<file path="src/wfd_pkg.sv">
// readout path definitions shared by the master FPGA trigger and event building logic
package wfd_pkg;

    //////////////////////////////////////////////////////////////////////
    // channel side
    //////////////////////////////////////////////////////////////////////
    localparam int NUM_CHAN    = 5;                  // channel FPGAs on the board
    localparam int CHAN_WORD_W = 32;                 // one word of a channel frame
    localparam int CHAN_IDX_W  = 3;                  // enough to count 0..4

    typedef logic [NUM_CHAN-1:0]    chan_mask_t;     // go, done, valid, last, ready
    typedef logic [CHAN_WORD_W-1:0] chan_word_t;
    typedef logic [CHAN_IDX_W-1:0]  chan_idx_t;

    localparam chan_idx_t LAST_CHAN = chan_idx_t'(NUM_CHAN - 1);

    //////////////////////////////////////////////////////////////////////
    // trigger numbers and DAQ words
    //////////////////////////////////////////////////////////////////////
    localparam int TRIG_NUM_W = 24;                  // same width as the AMC13 event number
    localparam int DAQ_WORD_W = 64;
    localparam int WORD_CNT_W = 24;                  // payload words per event, in the trailer

    typedef logic [TRIG_NUM_W-1:0] trig_num_t;
    typedef logic [DAQ_WORD_W-1:0] daq_word_t;
    typedef logic [WORD_CNT_W-1:0] word_cnt_t;

    localparam logic [7:0] HEADER_TAG = 8'hA5;       // top byte of every header word

    //////////////////////////////////////////////////////////////////////
    // trigger number FIFO
    //////////////////////////////////////////////////////////////////////
    localparam int TRIG_FIFO_DEPTH = 4;
    localparam int TRIG_FIFO_PTR_W = $clog2(TRIG_FIFO_DEPTH);
    localparam int TRIG_FIFO_CNT_W = $clog2(TRIG_FIFO_DEPTH + 1);  // must hold the full count

    typedef logic [TRIG_FIFO_PTR_W-1:0] fifo_ptr_t;
    typedef logic [TRIG_FIFO_CNT_W-1:0] fifo_cnt_t;

    // state machines
    typedef enum logic [1:0] {
        EB_IDLE,        // waiting for a trigger number
        EB_HEADER,      // pop the number and load the header
        EB_PAYLOAD,     // forward channel words, channel 0 first
        EB_TRAILER      // load the trailer with the word count
    } eb_state_t;

    typedef enum logic [1:0] {
        TM_IDLE,        // ready for a trigger
        TM_GO,          // go high, waiting for all dones
        TM_RELEASE,     // go low, waiting for dones to clear
        TM_PUSH         // trigger number offered to the FIFO
    } tm_state_t;

endpackage

</file>
<file path="src/trigger_manager.sv">
// trigger manager: go/done handshake with the channel FPGAs and trigger numbering
module trigger_manager import wfd_pkg::*; (
    input  logic       clk125,
    input  logic       arst_n,

    // trigger input and status
    input  logic       trigger,      // sampled on every edge, ignored while busy
    output logic       busy,         // high from acceptance until the number is queued

    // four-phase handshake with the channels
    output chan_mask_t acq_trigs,    // go, one bit per channel, all bits move together
    input  chan_mask_t acq_dones,    // done, answered per channel

    // trigger number stream towards the FIFO
    output logic       num_valid,
    input  logic       num_ready,
    output trig_num_t  num           // running count, first trigger is 1
);

    tm_state_t state;

    logic all_done;     // every channel has finished
    logic none_done;    // every channel has dropped its done
    logic accept;       // trigger taken this edge
    logic pushed;       // number handed to the FIFO this edge

    assign all_done  = &acq_dones;
    assign none_done = ~|acq_dones;
    assign accept    = (state == TM_IDLE) && trigger && !busy;
    assign pushed    = num_valid && num_ready;

    //////////////////////////////////////////////////////////////////////
    // handshake FSM
    //////////////////////////////////////////////////////////////////////
    always_ff @(posedge clk125 or negedge arst_n) begin
        if (!arst_n) begin
            state     <= TM_IDLE;
            busy      <= 1'b0;
            acq_trigs <= '0;
            num_valid <= 1'b0;
            num       <= '0;            // first increment gives 1
        end else begin
            case (state)
                TM_IDLE: begin
                    if (accept) begin
                        busy      <= 1'b1;
                        acq_trigs <= '1;            // go to all channels at once
                        num       <= num + 1'b1;    // number the trigger now
                        state     <= TM_GO;
                    end
                end

                TM_GO: begin
                    // hold go until the slowest channel reports done
                    if (all_done) begin
                        acq_trigs <= '0;
                        state     <= TM_RELEASE;
                    end
                end

                TM_RELEASE: begin
                    if (none_done) begin
                        num_valid <= 1'b1;          // num already holds this trigger
                        state     <= TM_PUSH;
                    end
                end

                TM_PUSH: begin
                    // FIFO full stalls here, busy stays up and new triggers are dropped
                    if (pushed) begin
                        num_valid <= 1'b0;
                        busy      <= 1'b0;
                        state     <= TM_IDLE;
                    end
                end

                default: begin
                    state <= TM_IDLE;
                end
            endcase
        end
    end

endmodule

</file>
<file path="src/trig_num_fifo.sv">
// trigger number FIFO between the trigger manager and the event builder
module trig_num_fifo import wfd_pkg::*; (
    input  logic      clk125,
    input  logic      arst_n,

    // write side, from the trigger manager
    input  logic      in_valid,
    output logic      in_ready,     // low when all entries are taken
    input  trig_num_t in_num,

    // read side, to the event builder
    output logic      out_valid,
    input  logic      out_ready,
    output trig_num_t out_num
);

    trig_num_t mem [TRIG_FIFO_DEPTH];   // storage, no reset needed

    fifo_ptr_t wr_ptr;
    fifo_ptr_t rd_ptr;
    fifo_cnt_t count;                   // entries held

    logic push;
    logic pop;

    // step a pointer around the ring
    function automatic fifo_ptr_t ptr_inc(input fifo_ptr_t ptr);
        if (ptr == fifo_ptr_t'(TRIG_FIFO_DEPTH - 1))
            return '0;
        return ptr + 1'b1;
    endfunction

    assign in_ready  = (count != fifo_cnt_t'(TRIG_FIFO_DEPTH));
    assign out_valid = (count != '0);
    assign out_num   = mem[rd_ptr];     // head entry, shows up the cycle after the push
    assign push      = in_valid && in_ready;
    assign pop       = out_valid && out_ready;

    always_ff @(posedge clk125) begin
        if (push)
            mem[wr_ptr] <= in_num;
    end

    always_ff @(posedge clk125 or negedge arst_n) begin
        if (!arst_n) begin
            wr_ptr <= '0;
            rd_ptr <= '0;
            count  <= '0;
        end else begin
            if (push)
                wr_ptr <= ptr_inc(wr_ptr);
            if (pop)
                rd_ptr <= ptr_inc(rd_ptr);
            // push and pop together leave the count alone
            if (push && !pop)
                count <= count + 1'b1;
            else if (pop && !push)
                count <= count - 1'b1;
        end
    end

endmodule

</file>
<file path="src/event_builder.sv">
// event builder: header, channel 0..4 frames and trailer per trigger number onto the DAQ port
module event_builder import wfd_pkg::*; (
    input  logic                      clk125,
    input  logic                      arst_n,

    // trigger numbers from the FIFO
    input  logic                      num_valid,
    output logic                      num_ready,
    input  trig_num_t                 num,

    // channel frames
    input  chan_mask_t                chan_valid,
    input  chan_mask_t                chan_last,
    input  chan_word_t [NUM_CHAN-1:0] chan_data,
    output chan_mask_t                chan_ready,   // one-hot or zero

    // DAQ link
    output logic                      daq_valid,
    output logic                      daq_header,
    output logic                      daq_trailer,
    output daq_word_t                 daq_data,
    input  logic                      daq_ready
);

    eb_state_t state;
    chan_idx_t chan_idx;        // channel being read out
    trig_num_t trig_num_q;      // number of the event in progress
    word_cnt_t word_cnt;        // payload words sent so far

    logic       out_free;       // output register can take a word this edge
    logic       pop;
    logic       sel_valid;      // selected channel, the old rx switch reduced to a mux
    logic       sel_last;
    chan_word_t sel_data;
    logic       chan_xfer;      // channel word accepted this edge

    logic       out_load;
    logic       out_hdr;
    logic       out_trl;
    daq_word_t  out_word;

    assign out_free  = !daq_valid || daq_ready;
    assign pop       = num_valid && num_ready;
    assign sel_valid = chan_valid[chan_idx];
    assign sel_last  = chan_last[chan_idx];
    assign sel_data  = chan_data[chan_idx];
    assign chan_xfer = sel_valid && chan_ready[chan_idx];

    // pop only when the header can be loaded right away
    assign num_ready = (state == EB_HEADER) && out_free;

    always_comb begin
        chan_ready = '0;
        if (state == EB_PAYLOAD && out_free)
            chan_ready[chan_idx] = 1'b1;    // follows daq_ready while a word is held
    end

    //////////////////////////////////////////////////////////////////////
    // next DAQ word
    //////////////////////////////////////////////////////////////////////
    always_comb begin
        out_load = 1'b0;
        out_hdr  = 1'b0;
        out_trl  = 1'b0;
        out_word = '0;
        case (state)
            EB_HEADER: begin
                out_load                          = pop;
                out_hdr                           = 1'b1;
                out_word[DAQ_WORD_W-1 -: 8]       = HEADER_TAG;
                out_word[TRIG_NUM_W-1:0]          = num;
            end
            EB_PAYLOAD: begin
                out_load                          = chan_xfer;
                out_word[CHAN_WORD_W +: CHAN_IDX_W] = chan_idx;   // bits 34:32
                out_word[CHAN_WORD_W-1:0]         = sel_data;
            end
            EB_TRAILER: begin
                out_load                          = out_free;
                out_trl                           = 1'b1;
                out_word[32 +: WORD_CNT_W]        = word_cnt;     // bits 55:32
                out_word[TRIG_NUM_W-1:0]          = trig_num_q;
            end
            default: ;
        endcase
    end

    // output register, data side
    always_ff @(posedge clk125) begin
        if (out_load)
            daq_data <= out_word;           // held while daq_ready is low
    end

    // output register, flags
    always_ff @(posedge clk125 or negedge arst_n) begin
        if (!arst_n) begin
            daq_valid   <= 1'b0;
            daq_header  <= 1'b0;
            daq_trailer <= 1'b0;
        end else if (out_load) begin
            daq_valid   <= 1'b1;
            daq_header  <= out_hdr;
            daq_trailer <= out_trl;
        end else if (daq_ready) begin
            daq_valid   <= 1'b0;            // word gone, nothing new
            daq_header  <= 1'b0;
            daq_trailer <= 1'b0;
        end
    end

    //////////////////////////////////////////////////////////////////////
    // event FSM
    //////////////////////////////////////////////////////////////////////
    always_ff @(posedge clk125 or negedge arst_n) begin
        if (!arst_n) begin
            state      <= EB_IDLE;
            chan_idx   <= '0;
            trig_num_q <= '0;
            word_cnt   <= '0;
        end else begin
            case (state)
                EB_IDLE: begin
                    if (num_valid) begin
                        chan_idx <= '0;
                        word_cnt <= '0;
                        state    <= EB_HEADER;
                    end
                end

                EB_HEADER: begin
                    if (pop) begin
                        trig_num_q <= num;      // kept for the trailer
                        state      <= EB_PAYLOAD;
                    end
                end

                EB_PAYLOAD: begin
                    if (chan_xfer) begin
                        word_cnt <= word_cnt + 1'b1;
                        if (sel_last) begin
                            if (chan_idx == LAST_CHAN)
                                state <= EB_TRAILER;
                            else
                                chan_idx <= chan_idx + 1'b1;
                        end
                    end
                end

                EB_TRAILER: begin
                    if (out_free)
                        state <= EB_IDLE;       // trailer may still be waiting on daq_ready
                end

                default: begin
                    state <= EB_IDLE;
                end
            endcase
        end
    end

endmodule

</file>
<file path="src/wfd_top.sv">
// master FPGA readout top: trigger manager, trigger number FIFO and event builder
module wfd_top import wfd_pkg::*; (
    input  logic                      clk125,       // system clock
    input  logic                      arst_n,

    // trigger and channel handshake
    input  logic                      trigger,
    output logic                      busy,
    output chan_mask_t                acq_trigs,    // go to channel FPGAs
    input  chan_mask_t                acq_dones,    // done from channel FPGAs

    // channel frames
    input  chan_mask_t                chan_valid,
    input  chan_mask_t                chan_last,
    input  chan_word_t [NUM_CHAN-1:0] chan_data,
    output chan_mask_t                chan_ready,

    // DAQ link
    output logic                      daq_valid,
    output logic                      daq_header,
    output logic                      daq_trailer,
    output daq_word_t                 daq_data,
    input  logic                      daq_ready
);

    // trigger manager to FIFO
    logic      tm_num_valid;
    logic      tm_num_ready;
    trig_num_t tm_num;

    // FIFO to event builder
    logic      eb_num_valid;
    logic      eb_num_ready;
    trig_num_t eb_num;

    //////////////////////////////////////////////////////////////////////
    // acquisition side
    //////////////////////////////////////////////////////////////////////
    trigger_manager u_tm (
        .clk125    (clk125),
        .arst_n    (arst_n),
        .trigger   (trigger),
        .busy      (busy),
        .acq_trigs (acq_trigs),
        .acq_dones (acq_dones),
        .num_valid (tm_num_valid),
        .num_ready (tm_num_ready),
        .num       (tm_num)
    );

    // decouples acquisition from readout
    trig_num_fifo u_fifo (
        .clk125    (clk125),
        .arst_n    (arst_n),
        .in_valid  (tm_num_valid),
        .in_ready  (tm_num_ready),
        .in_num    (tm_num),
        .out_valid (eb_num_valid),
        .out_ready (eb_num_ready),
        .out_num   (eb_num)
    );

    //////////////////////////////////////////////////////////////////////
    // readout side
    //////////////////////////////////////////////////////////////////////
    event_builder u_eb (
        .clk125      (clk125),
        .arst_n      (arst_n),
        .num_valid   (eb_num_valid),
        .num_ready   (eb_num_ready),
        .num         (eb_num),
        .chan_valid  (chan_valid),
        .chan_last   (chan_last),
        .chan_data   (chan_data),
        .chan_ready  (chan_ready),
        .daq_valid   (daq_valid),
        .daq_header  (daq_header),
        .daq_trailer (daq_trailer),
        .daq_data    (daq_data),
        .daq_ready   (daq_ready)
    );

endmodule

</file>
<file path="config.mk">
export PLATFORM = sky130hd
export DESIGN_NAME = wfd_top
export DESIGN_NICKNAME = d
export VERILOG_FILES = /design/src/wfd_pkg.sv /design/src/trigger_manager.sv /design/src/trig_num_fifo.sv /design/src/event_builder.sv /design/src/wfd_top.sv
export SDC_FILE = /design/constraint.sdc
export NUM_CORES = 1
export LEC_CHECK = 0
export BUFFER_PORTS_ARGS = -buffer_cell sky130_fd_sc_hd__buf_2
export CAP_MARGIN = 10
export CELL_PAD_IN_SITES_DETAIL_PLACEMENT = 0
export CELL_PAD_IN_SITES_GLOBAL_PLACEMENT = 1
export CORE_ASPECT_RATIO = 1.4
export CORE_MARGIN = 8
export CORE_UTILIZATION = 40
export DETAILED_ROUTE_END_ITERATION = 6
export PLACE_DENSITY = 0.88
export RECOVER_POWER = 25
export SLEW_MARGIN = 20
export SYNTH_ARGS = -nofsm -noshare
export SYNTH_HDL_FRONTEND = slang
export SYNTH_SLANG_ARGS = --single-unit
</file>
<file path="constraint.sdc">
create_clock -name clk125 -period 2.96 [get_ports clk125]
set_input_delay 0.296 -clock clk125 [delete_from_list [all_inputs] [get_ports clk125]]
set_output_delay 0.296 -clock clk125 [all_outputs]
set_load 0.01 [all_outputs]
</file>
==> flow_metrics.env <==
export IMPL_outcome="finished clean"
export IMPL_die_h_um=218
export IMPL_drc=0
export IMPL_worst_pin_slew_ps=1410
export IMPL_intPower_mw=9.38
export IMPL_grt_use_total=0.174
export IMPL_ys_seq_area_frac=0.593
export IMPL_synth_edf_count=153
export IMPL_syn_area_um2=11600
export IMPL_p_per_area_nw_per_um2=1020
export IMPL_hpwl_um=23100
export IMPL_final_cells=1505
export IMPL_finalWorstSetupSlack_ps=263
export IMPL_timing_final_crit_share=0.911
export IMPL_synth_area_leader_cell="edfxtp_1"
export IMPL_place_ws_ps=449
export IMPL_critPathBufInv=2
export IMPL_synth_top_area_share=0.395
export IMPL_dr_pass1_iters=6
export IMPL_fmax_mhz=371
export IMPL_crit_path_end_kind="output port"
export IMPL_die_area_um2=34900
export IMPL_setup_viol=0
export IMPL_relSlewSlack=0.0581
export IMPL_top_layer="met4"
export IMPL_synthTopCellsByArea="edfxtp_1 (40%), dfrtp_1 (20%), mux4_2 (8.3%)"
export IMPL_hold_viol_final=0
export IMPL_crit_fanout=17
export IMPL_syn2layout_area_growth_pct=21.8
export IMPL_grt_max_degree=51
export IMPL_cpPeakStageDelay_ps=630
export IMPL_vdd_drop_max_mv=0.475
export IMPL_insertion_delay_ps=510
export IMPL_min_path_type="in -> reg"
export IMPL_wl_met2_um=16700
export IMPL_clock_power_share=0.206
export IMPL_yosysUniqueCellTypes=57
export IMPL_path_delay_family="simple AND/OR/NAND/NOR gates"
export IMPL_cts_sinks=245
export IMPL_antenna_found_initial=0
export IMPL_n_antenna_cell=0
export IMPL_cts_buffers_inserted=23
export IMPL_ys_ff_latch=245
export IMPL_seqPwrFrac=0.407
export IMPL_gr_total_overflow=0
export IMPL_final_nets=1308
export IMPL_maxCapViolations=0
export IMPL_switching_share=0.353
export IMPL_ys_warn_count=0
export IMPL_cp_arrival_ps=2400
export IMPL_ctsHtreeMaxLevel=1
export IMPL_slowest_stage="dfrtp_2"
export IMPL_critPathKind="reg -> out"
export IMPL_wl_per_cell_um=20.9
export IMPL_syn_area_per_cell_um2=13.7
export IMPL_finalCriticalPeriod_ps=2700
export IMPL_drt_iter0_drc=663
export IMPL_num_vias=8317
export IMPL_crit_path_cell_trace="buf_4, nand2b_1, nor2_4, and3_1, buf_2"
export IMPL_p_leak_nw=5.72
export IMPL_wl_met3_um=1960
export IMPL_row_count=74
export IMPL_clk_pin_slew_ps=60
export IMPL_via_per_inst=5.53
export IMPL_gp_congestion=0.885
export IMPL_clk_path_buf_depth=3
export IMPL_postCtsSetupRepairBufs=0
export IMPL_ys_flop_type="edfxtp_1"
export IMPL_setup_tns_ps=0
export IMPL_cts_tree="yes"
export IMPL_fp_dieW_um=160
export IMPL_grt_pass1_vias=8748
export IMPL_place_inst=1463
export IMPL_skew_ps=10.4
export IMPL_ys_async_sr_fraction=0.376
export IMPL_p_comb_frac=0.387
export IMPL_wl_met1_um=11800
export IMPL_syn_inst=852
export IMPL_drive_above_1_share=0.373
export IMPL_core_area_um2=28900
export IMPL_report_final_slew_viol_count=0
export IMPL_routed_wl_um=31400
export IMPL_start_kind="flop"
export IMPL_grt_first_pass_wirelength_um=48100
export IMPL_antenna_left=0
export IMPL_rsz0062_at_grt="no"
export IMPL_required_ps=2660
export IMPL_ios=257
export IMPL_io_buffers=252
export IMPL_p_switching_mw=5.12
export IMPL_start_util=0.403
export IMPL_cts_root_buf="clkbuf_16"
## registers in the layout, indices dropped and copies added, names as in the netlist
register,cells
u_eb.chan_idx,3
u_eb.daq_data,57
u_eb.daq_header,1
u_eb.daq_trailer,1
u_eb.daq_valid,1
u_eb.state,2
u_eb.trig_num_q,24
u_eb.word_cnt,24
u_fifo.count,3
u_fifo.mem,96
u_fifo.rd_ptr,2
u_fifo.wr_ptr,2
u_tm.acq_trigs,1
u_tm.busy,1
u_tm.num,24
u_tm.num_valid,1
u_tm.state,2
## power groups by stage
| stage | Combinational (mW) | Sequential [mW] | Clock [mW] |
|---|---|---|---|
| floorplan | 3.51 | 5.95 | 0 |
| global placement | 5.53 | 5.89 | 0 |
| detailed placement | 5.66 | 5.96 | 0 |
| CTS | 5.69 | 5.91 | 3.04 |
| global route | 6.09 | 6.03 | 3.16 |
| finish | 5.61 | 5.90 | 2.99 |
## synth_stat cells, types with 3 or more instances
cell	instances
edfxtp_1	153
dfrtp_1	92
nand2_1	46
mux4_2	43
clkbuf_1	40
nor2_1	40
o21ai_0	37
mux2_2	35
and2_1	30
nand3_1	28
a21oi_1	26
a222oi_1	23
a22o_1	23
xnor2_1	21
ha_1	19
inv_1	19
mux2i_1	17
nor2b_1	14
and3_1	12
buf_4	12
or3_1	11
nand4_1	10
o31ai_1	10
a221oi_1	8
or4_1	8
buf_2	7
a22oi_1	6
nand2b_1	6
nor3_1	6
xor2_1	6
nor4_1	5
a21bo_2	3
buf_1	3
or2_2	3
## worst min-delay path: cells and delay by family
kind	cells	cell delay [ps]
compound gates	2	200
buf+inv	1	100
## area by class of cell
type                            count  area (um2)
Sequential cell                   245        6900
Inverter                           19        71.3
Tap cell                          380         475
Clock buffer                       29         608
Fill cell                        2537       14700
Clock inverter                     12         146
Multi-Input combinational cell    529        4400
Timing Repair Buffer              291        1570
## metrics by stage
step	power [mW]	hold WS (ps)	utilization	cell area, um2
floorplan	9.46	0.409	-	11600
global placement	11.4	403	0.464	13400
detailed placement	11.6	391	0.464	13400
CTS	14.6	113	0.490	14200
global route	15.3	141	0.491	14200
finish	14.5	128	0.491	14200
## final timing paths
| path | depth (start not counted) | slack [ps] | end | startpoint |
|---|---|---|---|---|
| worst min-delay path | 3 | 130 | u_tm.busy | trigger |
| min in group asynchronous | 2 | 640 | u_tm.num[16] | arst_n |
| worst max-delay path | 5 | 260 | chan_ready[1] | u_eb.chan_idx[0] |
| worst min register to register | 1 | 510 | u_eb.word_cnt[5] | u_eb.word_cnt[5] |
| max in group asynchronous | 3 | 1270 | u_tm.num[4] | arst_n |
| worst max register to register | 6 | 410 | u_eb.state[1] | u_eb.chan_idx[2] |
## placed cells by master, fill, tap and decap left out, drive strengths merged, types with 11 or more instances in the layout
cell	netlist	final
and3	12	12
mux2	35	35
a22o	23	23
clkbuf	40	30
edfxtp	153	153
dfrtp	92	92
a21oi	26	26
inv	19	20
nand2	46	46
and2	30	30
nand3	28	28
mux4	43	43
buf	22	289
or3	11	11
xnor2	21	21
nor2	40	40
mux2i	17	17
ha	19	19
o21ai	38	38
a222oi	23	23
nor2b	14	14
## repair_timing
action | in CTS | in global routing
endpoints found under the hold margin | 47 | 0
endpoints found under the setup margin | 1 | 1
resized for setup | 1 | 1
gates cloned | 0 | 0
pin swaps | 0 | 0
hold buffers | 1 | 0
## metal layers
metal  vias to the layer above  GRT usage
met5                         -          0
met4                         0     0.0606
met3                        60     0.0266
met2                       316      0.317
met1                      4156      0.205
li1                       3785          -
## kinds of logic after synthesis
group                    count (synthesis)  share of synthesized area
AND/OR/NAND/NOR                        233                      0.108
flip-flops                             245                      0.593
XOR/XNOR                                27                     0.0203
buffers and inverters                   81                     0.0308
other                                    1                   0.000322
AO/OA/AOI/OAI                          150                     0.0935
multiplexers                            95                      0.132
adder cells (fa/ha/maj)                 20                     0.0222
No activity file was read; power rests on OpenSTA's default activity.
